`src/hw/rx_link_defs.svh`:
```
// control codes, head flag and holdoff constants for the receive link; include where needed
`ifndef RX_LINK_DEFS_SVH
`define RX_LINK_DEFS_SVH

////////////////////////////////////////
// link control codes
////////////////////////////////////////

// idle sync word D5.6/K28.5, only the low K flag set
`define RX_SYNC_WORD 16'hC5BC

// start of frame K28.2/K27.7, both K flags set
`define RX_SOF_WORD 16'h5CFB

// head flag, two words back to back
`define RX_HEAD_FLAG 32'hEB90_E116

// all-K word seen when the link drops
`define RX_LINK_LOSS_WORD 16'hFFFF

////////////////////////////////////////
// parser and loss timing
////////////////////////////////////////

`define RX_STATE_W 4

// about 100 ms at the link clock
`define RX_HOLDOFF_DEFAULT 24'd10_000_000

`endif

```
`src/hw/rx_link_pkg.sv`:
```
// shared types for the receive link: parser state encoding and the captured frame header
`include "rx_link_defs.svh"

package rx_link_pkg;

    // parser states, one word per state from data type onward
    typedef enum logic [`RX_STATE_W-1:0] {
        st_idle       = 4'd0,
        st_sync       = 4'd1,
        st_frame_head = 4'd2,
        st_data_type  = 4'd3,
        st_line_info  = 4'd4,
        st_data_len   = 4'd5,
        st_recv_data  = 4'd6,
        st_check      = 4'd7,
        st_end1       = 4'd8,
        st_end2       = 4'd9
    } rx_state_e;

    // header fields as captured from the data type, line and length words
    typedef struct packed {
        logic        file_end;
        logic [1:0]  channel_id;
        logic [3:0]  data_type;
        logic [23:0] line_num;
        logic [15:0] data_len;
    } rx_header_t;

endpackage

```
`src/hw/frame_info_if.sv`:
```
// completed-frame information from the frame parser to the interrupt controller and top
`timescale 1ns/1ps

interface frame_info_if (
    input logic i_2711_rx_clk
);

    rx_link_pkg::rx_header_t header;

    // high for one cycle in the line info state
    logic line_seen;
    // high for one cycle in the first end state
    logic frame_done;
    // valid from the check state until the next frame head
    logic checksum_err;

    modport parser (
        input  i_2711_rx_clk,
        output header,
        output line_seen,
        output frame_done,
        output checksum_err
    );

    modport intr (
        input i_2711_rx_clk,
        input header,
        input line_seen,
        input frame_done,
        input checksum_err
    );

endinterface

```
`src/hw/frame_parser.sv`:
```
// receive frame FSM: finds sync, SOF and head flag, captures the header and checks the checksum
`timescale 1ns/1ps
`include "rx_link_defs.svh"

module frame_parser (
    input  logic                i_2711_rx_clk,
    input  logic                i_rst_n,
    input  logic                i_2711_rkmsb,
    input  logic                i_2711_rklsb,
    input  logic [15:0]         i_2711_rxd,
    input  logic                i_rx_length_unit,
    frame_info_if.parser        o_frame,
    output logic                o_in_frame
);

    rx_link_pkg::rx_state_e state;
    rx_link_pkg::rx_state_e state_nxt;

    logic [15:0] prev_word;
    logic [15:0] data_cnt;
    logic [15:0] data_words;
    logic [15:0] checksum;

    // length is in bytes unless the 2-byte unit is selected
    assign data_words = i_rx_length_unit ? o_frame.header.data_len
                                         : {1'b0, o_frame.header.data_len[15:1]};

    assign o_in_frame = (state >= rx_link_pkg::st_data_type) &&
                        (state <= rx_link_pkg::st_check);

    ////////////////////////////////////////
    // state register and next state
    ////////////////////////////////////////

    always_ff @(posedge i_2711_rx_clk) begin
        if (!i_rst_n) begin
            state <= rx_link_pkg::st_idle;
        end else begin
            state <= state_nxt;
        end
    end

    always_comb begin
        state_nxt = state;
        unique case (state)
            rx_link_pkg::st_idle: begin
                if (!i_2711_rkmsb && i_2711_rklsb && i_2711_rxd == `RX_SYNC_WORD) begin
                    state_nxt = rx_link_pkg::st_sync;
                end
            end
            rx_link_pkg::st_sync: begin
                if (i_2711_rkmsb && i_2711_rklsb && i_2711_rxd == `RX_SOF_WORD) begin
                    state_nxt = rx_link_pkg::st_frame_head;
                end
            end
            rx_link_pkg::st_frame_head: begin
                // head flag spans the previous and current word
                if ({prev_word, i_2711_rxd} == `RX_HEAD_FLAG) begin
                    state_nxt = rx_link_pkg::st_data_type;
                end
            end
            rx_link_pkg::st_data_type: state_nxt = rx_link_pkg::st_line_info;
            rx_link_pkg::st_line_info: state_nxt = rx_link_pkg::st_data_len;
            rx_link_pkg::st_data_len:  state_nxt = rx_link_pkg::st_recv_data;
            rx_link_pkg::st_recv_data: begin
                // length of at least one data word assumed
                if (data_cnt == data_words - 16'd1) begin
                    state_nxt = rx_link_pkg::st_check;
                end
            end
            rx_link_pkg::st_check: state_nxt = rx_link_pkg::st_end1;
            rx_link_pkg::st_end1:  state_nxt = rx_link_pkg::st_end2;
            default:               state_nxt = rx_link_pkg::st_idle;
        endcase
    end

    always_ff @(posedge i_2711_rx_clk) begin
        prev_word <= i_2711_rxd;
    end

    ////////////////////////////////////////
    // header capture and data count
    ////////////////////////////////////////

    always_ff @(posedge i_2711_rx_clk) begin
        if (!i_rst_n) begin
            o_frame.header <= '0;
            data_cnt       <= 16'd0;
        end else begin
            if (state == rx_link_pkg::st_data_type) begin
                // bit 15 of this word is reserved
                o_frame.header.file_end         <= i_2711_rxd[14];
                o_frame.header.channel_id       <= i_2711_rxd[13:12];
                o_frame.header.data_type        <= i_2711_rxd[11:8];
                o_frame.header.line_num[23:16]  <= i_2711_rxd[7:0];
            end
            if (state == rx_link_pkg::st_line_info) begin
                o_frame.header.line_num[15:0] <= i_2711_rxd;
            end
            if (state == rx_link_pkg::st_data_len) begin
                o_frame.header.data_len <= i_2711_rxd;
            end
            if (state == rx_link_pkg::st_recv_data) begin
                data_cnt <= data_cnt + 16'd1;
            end else begin
                data_cnt <= 16'd0;
            end
        end
    end

    ////////////////////////////////////////
    // checksum and frame pulses
    ////////////////////////////////////////

    always_ff @(posedge i_2711_rx_clk) begin
        if (!i_rst_n) begin
            checksum             <= 16'd0;
            o_frame.checksum_err <= 1'b0;
            o_frame.line_seen    <= 1'b0;
            o_frame.frame_done   <= 1'b0;
        end else begin
            unique case (state)
                rx_link_pkg::st_frame_head: begin
                    checksum             <= 16'd0;
                    o_frame.checksum_err <= 1'b0;
                end
                rx_link_pkg::st_data_type, rx_link_pkg::st_line_info,
                rx_link_pkg::st_data_len, rx_link_pkg::st_recv_data: begin
                    checksum <= checksum + i_2711_rxd;
                end
                rx_link_pkg::st_check: begin
                    o_frame.checksum_err <= (checksum != i_2711_rxd);
                end
                default: begin
                    checksum <= checksum;
                end
            endcase
            // data type always leads to line info, check to end one
            o_frame.line_seen  <= (state == rx_link_pkg::st_data_type);
            o_frame.frame_done <= (state == rx_link_pkg::st_check);
        end
    end

    a_state_legal: assert property (@(posedge i_2711_rx_clk) disable iff (!i_rst_n)
        !$isunknown(state) && state <= rx_link_pkg::st_end2);

endmodule

```
`src/hw/loss_holdoff.sv`:
```
// single-cycle loss pulse with a holdoff window; one instance per loss event kind
`timescale 1ns/1ps

module loss_holdoff #(
    parameter int p_holdoff_cycles = 64
) (
    input  logic i_2711_rx_clk,
    input  logic i_rst_n,
    input  logic i_ena,
    input  logic i_event,
    output logic o_pulse
);

    // holdoff covers the pulse cycle and the programmed cycles after it
    localparam logic [23:0] lp_limit = 24'(p_holdoff_cycles);

    logic        holdoff;
    logic        accept;
    logic [23:0] timer;

    // an event counts only outside the holdoff window
    assign accept = i_event && !holdoff;

    always_ff @(posedge i_2711_rx_clk) begin
        if (!i_rst_n) begin
            o_pulse <= 1'b0;
            holdoff <= 1'b0;
            timer   <= 24'd0;
        end else if (!i_ena) begin
            // disabling drops any running holdoff
            o_pulse <= 1'b0;
            holdoff <= 1'b0;
            timer   <= 24'd0;
        end else begin
            o_pulse <= accept;
            if (accept) begin
                holdoff <= 1'b1;
                timer   <= 24'd0;
            end else if (holdoff) begin
                if (timer == lp_limit) begin
                    holdoff <= 1'b0;
                    timer   <= 24'd0;
                end else begin
                    timer <= timer + 24'd1;
                end
            end
        end
    end

    a_single_pulse: assert property (@(posedge i_2711_rx_clk) disable iff (!i_rst_n)
        o_pulse |=> !o_pulse);

endmodule

```
`src/hw/loss_monitor.sv`:
```
// link-loss and sync-loss detection, each through its own holdoff
`timescale 1ns/1ps
`include "rx_link_defs.svh"

module loss_monitor #(
    parameter int p_holdoff_cycles = 64
) (
    input  logic        i_2711_rx_clk,
    input  logic        i_rst_n,
    input  logic        i_2711_rkmsb,
    input  logic        i_2711_rklsb,
    input  logic [15:0] i_2711_rxd,
    input  logic        i_in_frame,
    input  logic        i_link_loss_detect_ena,
    input  logic        i_sync_loss_detect_ena,
    output logic        o_link_loss,
    output logic        o_sync_loss
);

    logic link_loss_evt;
    logic sync_loss_evt;

    // all-K FFFF means the far end stopped sending
    assign link_loss_evt = i_2711_rkmsb && i_2711_rklsb && (i_2711_rxd == `RX_LINK_LOSS_WORD);

    // no K character belongs between the head flag and the checksum
    assign sync_loss_evt = (i_2711_rkmsb || i_2711_rklsb) && i_in_frame;

    loss_holdoff #(
        .p_holdoff_cycles(p_holdoff_cycles)
    ) u_link_holdoff (
        .i_2711_rx_clk(i_2711_rx_clk),
        .i_rst_n      (i_rst_n),
        .i_ena        (i_link_loss_detect_ena),
        .i_event      (link_loss_evt),
        .o_pulse      (o_link_loss)
    );

    loss_holdoff #(
        .p_holdoff_cycles(p_holdoff_cycles)
    ) u_sync_holdoff (
        .i_2711_rx_clk(i_2711_rx_clk),
        .i_rst_n      (i_rst_n),
        .i_ena        (i_sync_loss_detect_ena),
        .i_event      (sync_loss_evt),
        .o_pulse      (o_sync_loss)
    );

endmodule

```
`src/hw/rx_intr_ctrl.sv`:
```
// line-count interrupt of programmed width, plus the merged loss interrupt
`timescale 1ns/1ps

module rx_intr_ctrl (
    input  logic        i_2711_rx_clk,
    input  logic        i_rst_n,
    frame_info_if.intr  i_frame,
    input  logic [23:0] i_rx_line_num_per_intr,
    input  logic [15:0] i_rx_intr_width,
    input  logic        i_link_loss,
    input  logic        i_sync_loss,
    output logic        o_rx_interrupt,
    output logic        o_loss_interrupt
);

    logic [23:0] line_cnt;
    logic [15:0] width_cnt;
    logic        intr_gen;

    assign intr_gen = i_frame.frame_done && (line_cnt == i_rx_line_num_per_intr);

    assign o_loss_interrupt = i_link_loss || i_sync_loss;

    // count frame headers, start over once the interrupt is out
    always_ff @(posedge i_2711_rx_clk) begin
        if (!i_rst_n) begin
            line_cnt <= 24'd0;
        end else if (i_frame.line_seen) begin
            line_cnt <= line_cnt + 24'd1;
        end else if (o_rx_interrupt) begin
            line_cnt <= 24'd0;
        end
    end

    ////////////////////////////////////////
    // interrupt width
    ////////////////////////////////////////

    always_ff @(posedge i_2711_rx_clk) begin
        if (!i_rst_n) begin
            o_rx_interrupt <= 1'b0;
            width_cnt      <= 16'd0;
        end else if (o_rx_interrupt) begin
            if (i_rx_intr_width == 16'd0 || width_cnt == i_rx_intr_width - 16'd1) begin
                o_rx_interrupt <= 1'b0;
                width_cnt      <= 16'd0;
            end else begin
                width_cnt <= width_cnt + 16'd1;
            end
        end else if (intr_gen && i_rx_intr_width != 16'd0) begin
            o_rx_interrupt <= 1'b1;
            width_cnt      <= 16'd0;
        end
    end

    a_no_zero_width: assert property (@(posedge i_2711_rx_clk) disable iff (!i_rst_n)
        (i_rx_intr_width == 16'd0) |=> !o_rx_interrupt);

endmodule

```
`src/hw/rx_link_top.sv`:
```
// receive link top: frame parser, loss monitor and interrupt controller on one clock
`timescale 1ns/1ps
`include "rx_link_defs.svh"

module rx_link_top #(
    parameter int p_holdoff_cycles = `RX_HOLDOFF_DEFAULT
) (
    input  logic        i_2711_rx_clk,
    input  logic        i_rst_n,
    input  logic        i_2711_rkmsb,
    input  logic        i_2711_rklsb,
    input  logic [15:0] i_2711_rxd,
    input  logic        i_rx_length_unit,
    input  logic [23:0] i_rx_line_num_per_intr,
    input  logic [15:0] i_rx_intr_width,
    input  logic        i_link_loss_detect_ena,
    input  logic        i_sync_loss_detect_ena,
    output logic        o_rx_frame_done,
    output logic [23:0] o_rx_frame_num,
    output logic [15:0] o_rx_frame_length,
    output logic [3:0]  o_rx_data_type,
    output logic [1:0]  o_rx_channel_id,
    output logic        o_rx_file_end_flag,
    output logic        o_rx_checksum_flag,
    output logic        o_rx_interrupt,
    output logic        o_loss_interrupt,
    output logic        o_link_loss,
    output logic        o_sync_loss
);

    logic in_frame;

    frame_info_if u_frame_if (
        .i_2711_rx_clk(i_2711_rx_clk)
    );

    frame_parser u_parser (
        .i_2711_rx_clk   (i_2711_rx_clk),
        .i_rst_n         (i_rst_n),
        .i_2711_rkmsb    (i_2711_rkmsb),
        .i_2711_rklsb    (i_2711_rklsb),
        .i_2711_rxd      (i_2711_rxd),
        .i_rx_length_unit(i_rx_length_unit),
        .o_frame         (u_frame_if.parser),
        .o_in_frame      (in_frame)
    );

    loss_monitor #(
        .p_holdoff_cycles(p_holdoff_cycles)
    ) u_loss_mon (
        .i_2711_rx_clk         (i_2711_rx_clk),
        .i_rst_n               (i_rst_n),
        .i_2711_rkmsb          (i_2711_rkmsb),
        .i_2711_rklsb          (i_2711_rklsb),
        .i_2711_rxd            (i_2711_rxd),
        .i_in_frame            (in_frame),
        .i_link_loss_detect_ena(i_link_loss_detect_ena),
        .i_sync_loss_detect_ena(i_sync_loss_detect_ena),
        .o_link_loss           (o_link_loss),
        .o_sync_loss           (o_sync_loss)
    );

    rx_intr_ctrl u_intr (
        .i_2711_rx_clk         (i_2711_rx_clk),
        .i_rst_n               (i_rst_n),
        .i_frame               (u_frame_if.intr),
        .i_rx_line_num_per_intr(i_rx_line_num_per_intr),
        .i_rx_intr_width       (i_rx_intr_width),
        .i_link_loss           (o_link_loss),
        .i_sync_loss           (o_sync_loss),
        .o_rx_interrupt        (o_rx_interrupt),
        .o_loss_interrupt      (o_loss_interrupt)
    );

    // frame results straight from the parser registers
    assign o_rx_frame_done    = u_frame_if.frame_done;
    assign o_rx_frame_num     = u_frame_if.header.line_num;
    assign o_rx_frame_length  = u_frame_if.header.data_len;
    assign o_rx_data_type     = u_frame_if.header.data_type;
    assign o_rx_channel_id    = u_frame_if.header.channel_id;
    assign o_rx_file_end_flag = u_frame_if.header.file_end;
    assign o_rx_checksum_flag = u_frame_if.checksum_err;

endmodule

```
`config.mk`:
```
export PLATFORM = sky130hd
export DESIGN_NAME = rx_link_top
export DESIGN_NICKNAME = d
export VERILOG_FILES = /design/src/hw/rx_link_pkg.sv /design/src/hw/frame_info_if.sv /design/src/hw/frame_parser.sv /design/src/hw/loss_holdoff.sv /design/src/hw/loss_monitor.sv /design/src/hw/rx_intr_ctrl.sv /design/src/hw/rx_link_top.sv
export VERILOG_INCLUDE_DIRS = /design/src /design/src/hw
export SDC_FILE = /design/constraint.sdc
export NUM_CORES = 1
export LEC_CHECK = 0
export BUFFER_PORTS_ARGS = -buffer_cell sky130_fd_sc_hd__buf_2
export CAP_MARGIN = 10
export CORE_MARGIN = 3
export CORE_UTILIZATION = 45
export CTS_CLUSTER_DIAMETER = 60
export DETAILED_ROUTE_END_ITERATION = 6
export SLEW_MARGIN = 20
export SYNTH_ARGS = -nofsm -noshare
export SYNTH_HDL_FRONTEND = slang
export SYNTH_HIERARCHICAL = 1
export SYNTH_SLANG_ARGS = --single-unit
export TNS_END_PERCENT = 50
```
`constraint.sdc`:
```
create_clock -name i_2711_rx_clk -period 4 [get_ports i_2711_rx_clk]
set_input_delay 0.8 -clock i_2711_rx_clk [delete_from_list [all_inputs] [get_ports i_2711_rx_clk]]
set_output_delay 0.8 -clock i_2711_rx_clk [all_outputs]
set_load 0.005 [all_outputs]
```
==> results.txt, run 1 <==
For the buffers inserted during post-CTS setup optimization, the log shows 0. The tools report the startpoint type of the worst setup path as an input pin. VDD sags by at most 0.225 mV. The cell at the root of the clock tree was sky130_fd_sc_hd__clkbuf_16. The share of Yosys cell area claimed by the top area cell type was 35.4%; the source-to-sink clock delay at the later pin of the worst-skew pair was 0.44 ns. Synthesis handed over a netlist of 1358 instances.

The signal on the critical path passes through buf_2 > inv_1 > ha_1 > or3b_2 > xnor2_1 > a2111oi_2 > nand4_1 > or4_1 > buf_4 > nand2_2 > o311ai_0. The number of nets handed over by synthesis was 1446. Wires add up to 29600 um. The tools report the initial antenna violation count as 0. The tools report the die outline area as 26400 um2. The total negative slack was 0 ns. The number of cell rows is 56. Classification of the worst-slack hold path: flip-flop to flip-flop. After synthesis the netlist holds a flip-flop and latch count of 195.

The hold violation total from the final report was 0. The endpoint of the worst hold path was u_parser/o_frame.header[16]. The cell leakage power was 4.58 nW. The top-level port count is 116.

The worst pin sits at a relative slew slack of 41.0%. The slew at the pin closest to its max-slew limit is 0.885 ns, and the number of buffers added by the clock tree synthesis step is 17. Global routing used 32.7% of the available met1 tracks. Cells with a size suffix above 1 make up 13.7% of the layout. The post-route DRC violation count was 0; the number of max-cap violations was 0. The number of buffers added on ports is 115, and the biggest fanout along the worst timing path is 17.

Measured along the y axis, the die boundary spans 163 um. The number of antenna cells inserted was 0; the share of the yosys chip area belonging to registers was 35.4%. The number of gates resized after CTS was 0. Counting every sink on the clock net gives 195. TritonCTS built the clock tree. The H-tree generated during clock tree synthesis spans 4 levels. STA puts the critical path data required time at 4.29 ns. For this run, the leading register cell type out of synthesis is sky130_fd_sc_hd__dfxtp_1.

The die outline width came out at 163 um. The tools report the fmax as 311 MHz. In the synthesized netlist, the cells that appear most often are sky130_fd_sc_hd__nand2_1, sky130_fd_sc_hd__dfxtp_1, sky130_fd_sc_hd__nor2_1, sky130_fd_sc_hd__a21oi_1, sky130_fd_sc_hd__nand3_1.

The final setup violation count was 0. Final-stage net count: 1526. For the final database, setup skew stands at 0.0134 ns. Ranked by total cell area, the synthesized netlist is headed by sky130_fd_sc_hd__dfxtp_1, sky130_fd_sc_hd__nand2_1, sky130_fd_sc_hd__xor2_1, sky130_fd_sc_hd__xnor2_1, sky130_fd_sc_hd__a21oi_1. After synthesis, the mean cell area works out to 8.13 um2. The first routing iteration left 837 violations. The final non-filler cell total is 1768. The initial utilization of the core area, before any placement, comes to 46.5%. The tools report the data arrival time of the critical path as 3.51 ns. The core region is 23800 um2. The average wire length per cell after detail routing was 16.7 um; the total placed cells including tap cells was 1738. Worst reg-to-reg setup slack: 1.38 ns. The worst path needs 3.22 ns of the cycle, external delays included. For this design, the CTS-stage hold fixing added 0 buffers. The synthesized netlist contains 84 unique library cells.

The growth of design area from synthesis to finish is 11.9%, and the synthesized cell area is 11000 um2. Global routing consumed, on the met2 layer, 34.5% of the routing resources. The tools report the clock tree buffer depth as 2. Cell with the most instances after synthesis: sky130_fd_sc_hd__nand2_1.

Detailed routing inserted a total of 9952 vias. After synthesis, the share of flip-flops with an asynchronous set or reset is 0%. Detailed placement finished with a half-perimeter wire length of 21000 um.

The cell count of the worst reg-to-reg path was 8; the number of synthesized flops with an enable pin was 0. The startpoint identified for the worst hold timing path is u_parser/o_frame.header[16]. The largest incremental delay on the critical path is 0.53 ns.

The worst setup path is of the input pin to flip-flop kind. The clock input transition at the sequential cells of the worst setup and hold paths came out at 0.07 ns. The pre-antenna-repair detailed-routing pass consisted of 5 iterations. The tools report the remaining global-route overflow as 0.

The tools report the final-report max-slew violation count as 0. The power density over the cells works out to 309 nW/um2. The number of global-route vias before repair is 9138. Post-synthesis cell type with the largest combined area: sky130_fd_sc_hd__dfxtp_1. The final antenna-violating net count was 0.

Final weighted congestion of routability-driven global placement: 0.866. STA classifies the critical path endpoint as a flip-flop. The run finished with clean final reports. The tools report the largest net degree at the start of global routing as 49.

Global routing used 22.3% of the available tracks across all layers. Setup repair after global routing left no endpoint under its margin. Counting instances, the worst hold path has a depth of 2. Using the TritonRoute via totals, the vias-per-cell ratio works out to 5.63. The wire length of the first global-routing pass came out at 48100 um. For this run, the number of Yosys warnings is 6. Among all stages on the critical path, the largest delay is contributed by sky130_fd_sc_hd__or3b_2.

The final period utilization was 80.5%; the fraction of met3 tracks used by global routing was 3.15%. In this run the critical register-to-register path is launched from u_intr/width_cnt[8]. In this run the most used layer during global routing was met2.

In this run the critical register-to-register path is captured at u_intr/width_cnt[13].
sequential cells by signal, indices dropped and copies added (netlist names):
name                               flops
u_parser/o_frame.line_seen             1
u_intr/o_rx_interrupt                  1
u_loss_mon/u_link_holdoff/timer       24
u_loss_mon/u_sync_holdoff/holdoff      1
u_loss_mon/u_sync_holdoff/o_pulse      1
u_parser/prev_word                    16
u_parser/o_frame.checksum_err          1
u_parser/data_cnt                     16
u_parser/state                         4
u_parser/o_frame.header               47
u_loss_mon/u_link_holdoff/holdoff      1
u_intr/width_cnt                      16
u_intr/line_cnt                       24
u_loss_mon/u_sync_holdoff/timer       24
u_parser/o_frame.frame_done            1
u_loss_mon/u_link_holdoff/o_pulse      1
u_parser/checksum                     16
per-stage QoR:
| step | util, % | setup slack [ns] | power [W] | instance area, um2 | hold WS (ns) |
|---|---|---|---|---|---|
| finish | 52.0 | 0.781 | 0.00382 | 12400 | 0.451 |
| global route | 52.0 | 0.565 | 0.00395 | 12400 | 0.474 |
| CTS | 52.0 | 0.806 | 0.00386 | 12400 | 0.454 |
| detailed placement | 49.6 | 0.347 | 0.00219 | 11800 | 0.445 |
| global placement | 49.6 | 0.362 | 0.00219 | 11800 | 0.439 |
| floorplan | - | 0.693 | 0.00210 | 11000 | 0.447 |
final cells by class:
cell class / count / area, um2
fillers: 2325 / 11400
multi-input cells: 1059 / 6680
flip-flops and latches: 195 / 3900
repair buffers: 128 / 673
clock buffers: 23 / 488
well taps: 319 / 399
inverters: 37 / 139
clock inverters: 7 / 76.3
critical path, delay by kind of cell:
kind,cells,cell delay [ns]
AOI/OAI and AO/OA,2,0.46
xor gates and xnor gates,1,0.16
adders and majority gates,1,0.35
buffers and inverters,3,0.39
and+or+nand+nor,4,1.33
how the worst max path moves through the flow:
stage | cells past startpoint | slack, ns | startpoint | endpoint
after detailed placement | 11 | 0.35 | i_rx_intr_width[0] | u_intr/width_cnt[8]
after global placement | 11 | 0.36 | i_rx_intr_width[0] | u_intr/width_cnt[13]
final | 11 | 0.78 | i_rx_intr_width[0] | u_intr/width_cnt[13]
after CTS | 11 | 0.81 | i_rx_intr_width[0] | u_intr/width_cnt[8]
after global routing | 11 | 0.56 | i_rx_intr_width[0] | u_intr/width_cnt[11]
after floorplan | 12 | 0.69 | i_rx_intr_width[0] | u_intr/width_cnt[2]
cells in the final DEF (no fill, tap or decap), types with 21 or more instances in the layout:
cell                       count
sky130_fd_sc_hd__buf_2       115
sky130_fd_sc_hd__and3_1       25
sky130_fd_sc_hd__a21oi_1      91
sky130_fd_sc_hd__nand2_1     197
sky130_fd_sc_hd__xnor2_1      54
sky130_fd_sc_hd__inv_1        36
sky130_fd_sc_hd__nor2_1      100
sky130_fd_sc_hd__nand2b_1     23
sky130_fd_sc_hd__ha_1         24
sky130_fd_sc_hd__xor2_1       70
sky130_fd_sc_hd__nand3_1      79
sky130_fd_sc_hd__o21ai_0      29
sky130_fd_sc_hd__nor3_1       29
sky130_fd_sc_hd__and2_1       21
sky130_fd_sc_hd__nand4_1      56
sky130_fd_sc_hd__dfxtp_1     195
kinds of logic after synthesis:
| group | Yosys count | share of synthesized area [%] |
|---|---|---|
| adder cells (fa/ha/maj) | 25 | 2.90 |
| AND/OR/NAND/NOR | 661 | 32.1 |
| XOR/XNOR | 124 | 9.84 |
| buffers and inverters | 104 | 4.14 |
| flip-flops | 195 | 35.4 |
| AO/OA/AOI/OAI | 227 | 13.6 |
| multiplexers | 22 | 2.03 |
per-layer routing:
metal / vias up / part of all wire [%] / wire, um
met2: 243 / 43 / 12800
li1: 4995 / - / -
met1: 4692 / 51 / 15000
met3: 22 / 4.9 / 1440
met4: 0 / 1.1 / 337
met5: - / 0 / 0
power by group:
| group | internal [W] | switching (W) | leakage (nW) |
|---|---|---|---|
| combinational | 0.0000690 | 0.000129 | 2.74 |
| clock | 0.000920 | 0.000754 | 0.260 |
| sequential | 0.00195 | 0.00000184 | 1.58 |
| total | 0.00294 | 0.000885 | 4.58 |
Note: power is estimated with default switching activity, not from simulation.
==> inputs of run 2 (changes only) <==
Clock period 4 ns to 3.3 ns, I/O delays scaled along.
==> run 2 against run 1 <==
Global-route usage rose by 0.31 points. Critical path depth did not move. Sequential share of layout area fell by 0.25 points. Sequential cell count did not move. Routed wire length barely moved.
==> results.txt, run 2 (same netlist as run 1, synthesis figures left out) <==
The post-route DRC violation count is 0 (unchanged). Count of instances resized after the clock tree is built: 0 (unchanged). The worst setup path is captured at a flip-flop.

Average wire length per cell after detail routing: 16.6 um (-0.68%). The tools report the total power consumption of the routed design as 0.00468 W (+22%). The die outline width was 163 um (unchanged); the biggest fanout along the worst timing path was 17 (unchanged).

The cell count of the worst reg-to-reg path works out to 8 (unchanged). For the number of buffers added by the clock tree synthesis step, the log shows 17 (unchanged). The number of buffers added on ports came out at 115 (unchanged). The run gives 0 (unchanged) as the number of max-cap violations. The largest incremental delay on the critical path was 0.53 ns (about the same). The library cell used most frequently in the layout, excluding fill and tap cells, is sky130_fd_sc_hd__nand2_1.

The post-route worst setup slack was 0.443 ns (-0.339 ns); the final setup violation count was 0 (unchanged). The normalized max-slew margin came out at 46.9% (+5.8 points). For the number of cell rows, the log shows 56 (unchanged). The tree is rooted in a sky130_fd_sc_hd__clkbuf_16. The final weighted congestion of routability-driven global placement came out at 0.853 (-1.4%).

The post-place setup slack is 0.00602 ns (-0.341 ns), and the cell leakage power is 4.65 nW (+1.6%). The tools report the number of violations reported at the end of detailed-routing iteration 0 as 698 (-17%). The final-stage net count was 1537 (+0.72%); the power density over the cells was 376 nW/um2 (+21%). The critical path ends at u_intr/width_cnt[4]. The largest net degree at the start of global routing came out at 34 (-31%). The HPWL after detailed placement was 21500 um (+2.2%). Static timing analysis puts the maximum clock frequency at 350 MHz. The buffering stage count on the worst path with inverters included works out to 3 (unchanged). The run finished with clean final reports. Routed via count divided by cell count: 5.60 (-0.45%). In the finished design, the share of the clock period the worst path needs comes to 86.6%. The share of layout cells above drive strength 1 was 14.6% (+0.90 points).

The final antenna-violating net count came out at 0 (unchanged). In this run the critical register-to-register path is captured at u_intr/width_cnt[4]. For the data arrival time of the critical path, the log shows 3.17 ns (-0.34 ns). The logs give 0 (unchanged) for the buffers inserted during post-CTS setup optimization and 0 (unchanged) for the final-report max-slew violation count.

Remaining global-route overflow: 0 (unchanged). TritonCTS built the clock tree. For the clock tree buffer depth, the log shows 2 (unchanged).

The startpoint type of the worst setup path is an input pin. Slew at the pin closest to its max-slew limit: 0.795 ns (-0.0899 ns). Top-level port count: 116 (unchanged).

The utilization after layout was 52.4% (+0.41 points); the chip height was 163 um (unchanged). The run gives 0.0103 ns (-0.00309 ns) as the final worst clock skew. In the layout the commonest cells are sky130_fd_sc_hd__nand2_1, sky130_fd_sc_hd__dfxtp_1, sky130_fd_sc_hd__buf_2. The run gives 46.5% (unchanged) as the starting density of the core.

The number of buffers inserted by hold repair at cts was 0 (unchanged); the number of stages on the worst setup path was 11 (unchanged). The logs give 9423 (+3.1%) for the number of global-route vias before repair and 0.65 ns (-0.73 ns) for the worst reg-to-reg setup slack. The die outline area was 26400 um2 (unchanged); the flip-flop count of the largest register, all copies and words added was 47 (unchanged).

For the hold violation total from the final report, the log shows 0 (unchanged). The detailed-route wire length came out at 29600 um (about the same). The classification of the worst-slack hold path was flip-flop to flip-flop. The final critical delay including setup and external delays is 2.86 ns. For the initial antenna violation count, the log shows 0 (unchanged). Tracing the worst setup path back leads to its startpoint at i_rx_intr_width[1]. The startpoint of the worst register-to-register path is u_intr/width_cnt[8]. The H-tree level count came out at 4 (unchanged). The slowest stage of the critical path belongs to the cell sky130_fd_sc_hd__or4_1. The clock input transition at the sequential cells of the worst setup and hold paths came out at 0.07 ns (about the same).

The source-to-sink clock delay at the later pin of the worst-skew pair came out at 0.44 ns (about the same). The logs give 3.61 ns (-0.68 ns) for the required time reported for the critical path endpoint and 0.452 ns (+0.000154 ns) for the worst hold slack. The via count is 9980 (+0.28%).

The critical path in this run is classified as input pin to flip-flop. The wire length of the first global-routing pass is 48700 um (+1.4%), and the detailed-router iteration count before antenna repair is 7 (+2). The tools report the total negative slack as 0 ns (unchanged). The placeable core region came out at 23800 um2 (unchanged).

The growth of design area from synthesis to finish was 12.8%. The number of antenna cells inserted is 0 (unchanged), and the clock sink count is 195 (unchanged). The maximum resistive drop on vdd is 0.250 mV (+11%). The number of cells traversed by the worst hold path came out at 2 (unchanged).

The total track usage is 22.6% (+0.31 points). Traced cell by cell, the critical path runs through buf_2 > inv_1 > ha_1 > or3b_2 > xnor2_1 > a2111oi_2 > nand4_1 > or4_1 > buf_4 > a21oi_2 > nor3b_1. Setup repair after global routing left no endpoint under its margin. The register with the highest flop count was u_parser/o_frame.header. The kind of cell with the highest combined delay on the critical path is simple AND/OR/NAND/NOR gates.
-- run 2: changes by cell type in the layout (fill, tap and decap cells not counted), sizes merged --
cell,delta
buf,+11
clkbuf,-6
clkinvlp,-1
inv,+4
clkinv,+4
bufinv,+1
-- run 2: layout make-up --
type                    count  area [um2]
multi-input cells        1059        6680
fillers                  2366       11300
flip-flops and latches    195        3900
well taps                 319         399
inverters                  37         139
clock inverters            15         154
clock buffers              17         425
repair buffers            139         756
-- run 2: power by group --
part           internal [W]  switching [W]  total (W)  leakage (nW)
sequential          0.00236     0.00000241    0.00236          1.58
clock               0.00112       0.000949    0.00207         0.276
combinational     0.0000880       0.000158   0.000246          2.79
-- run 2: stage by stage --
| stage | cell area, um2 | cells |
|---|---|---|
| 3_3_place_gp | 11900 | 1749 |
| 6_report | 12500 | 1781 |
| 2_1_floorplan | 11000 | 1358 |
| 5_1_grt | 12500 | 1781 |
| 4_1_cts | 12500 | 1781 |
| 3_5_place_dp | 11900 | 1749 |
-- run 2: per-layer routing --
layer  wire, um  vias to the layer above  track usage [%]  part of all wire, %
li1           -                     5030                -                    -
met4        363                        0             5.38                  1.2
met3       1570                       22             4.17                  5.3
met2      13100                      251             35.7                   44
met1      14600                     4677             32.1                   49
met5          0                        -                0                    0
-- run 2: how the worst min path moves through the flow --
stage | to | start | slack (ns)
2_1_floorplan | u_parser/checksum[11] | u_parser/checksum[11] | 0.45
3_3_place_gp | u_parser/o_frame.header[25] | u_parser/o_frame.header[25] | 0.44
3_5_place_dp | u_parser/o_frame.header[42] | u_parser/o_frame.header[42] | 0.44
4_1_cts | u_parser/prev_word[14] | i_2711_rxd[14] | 0.44
5_1_grt | u_parser/prev_word[14] | i_2711_rxd[14] | 0.45
6_report | u_parser/o_frame.header[42] | u_parser/o_frame.header[42] | 0.45
-- run 2: worst reg2reg max path, delay by kind of cell (launching register included) --
family | cells | cell delay, ns
AND/OR/NAND/NOR | 4 | 1.32
AO/OA/AOI/OAI | 3 | 0.47
flip-flops | 1 | 0.53
buffers and inverters | 1 | 0.22
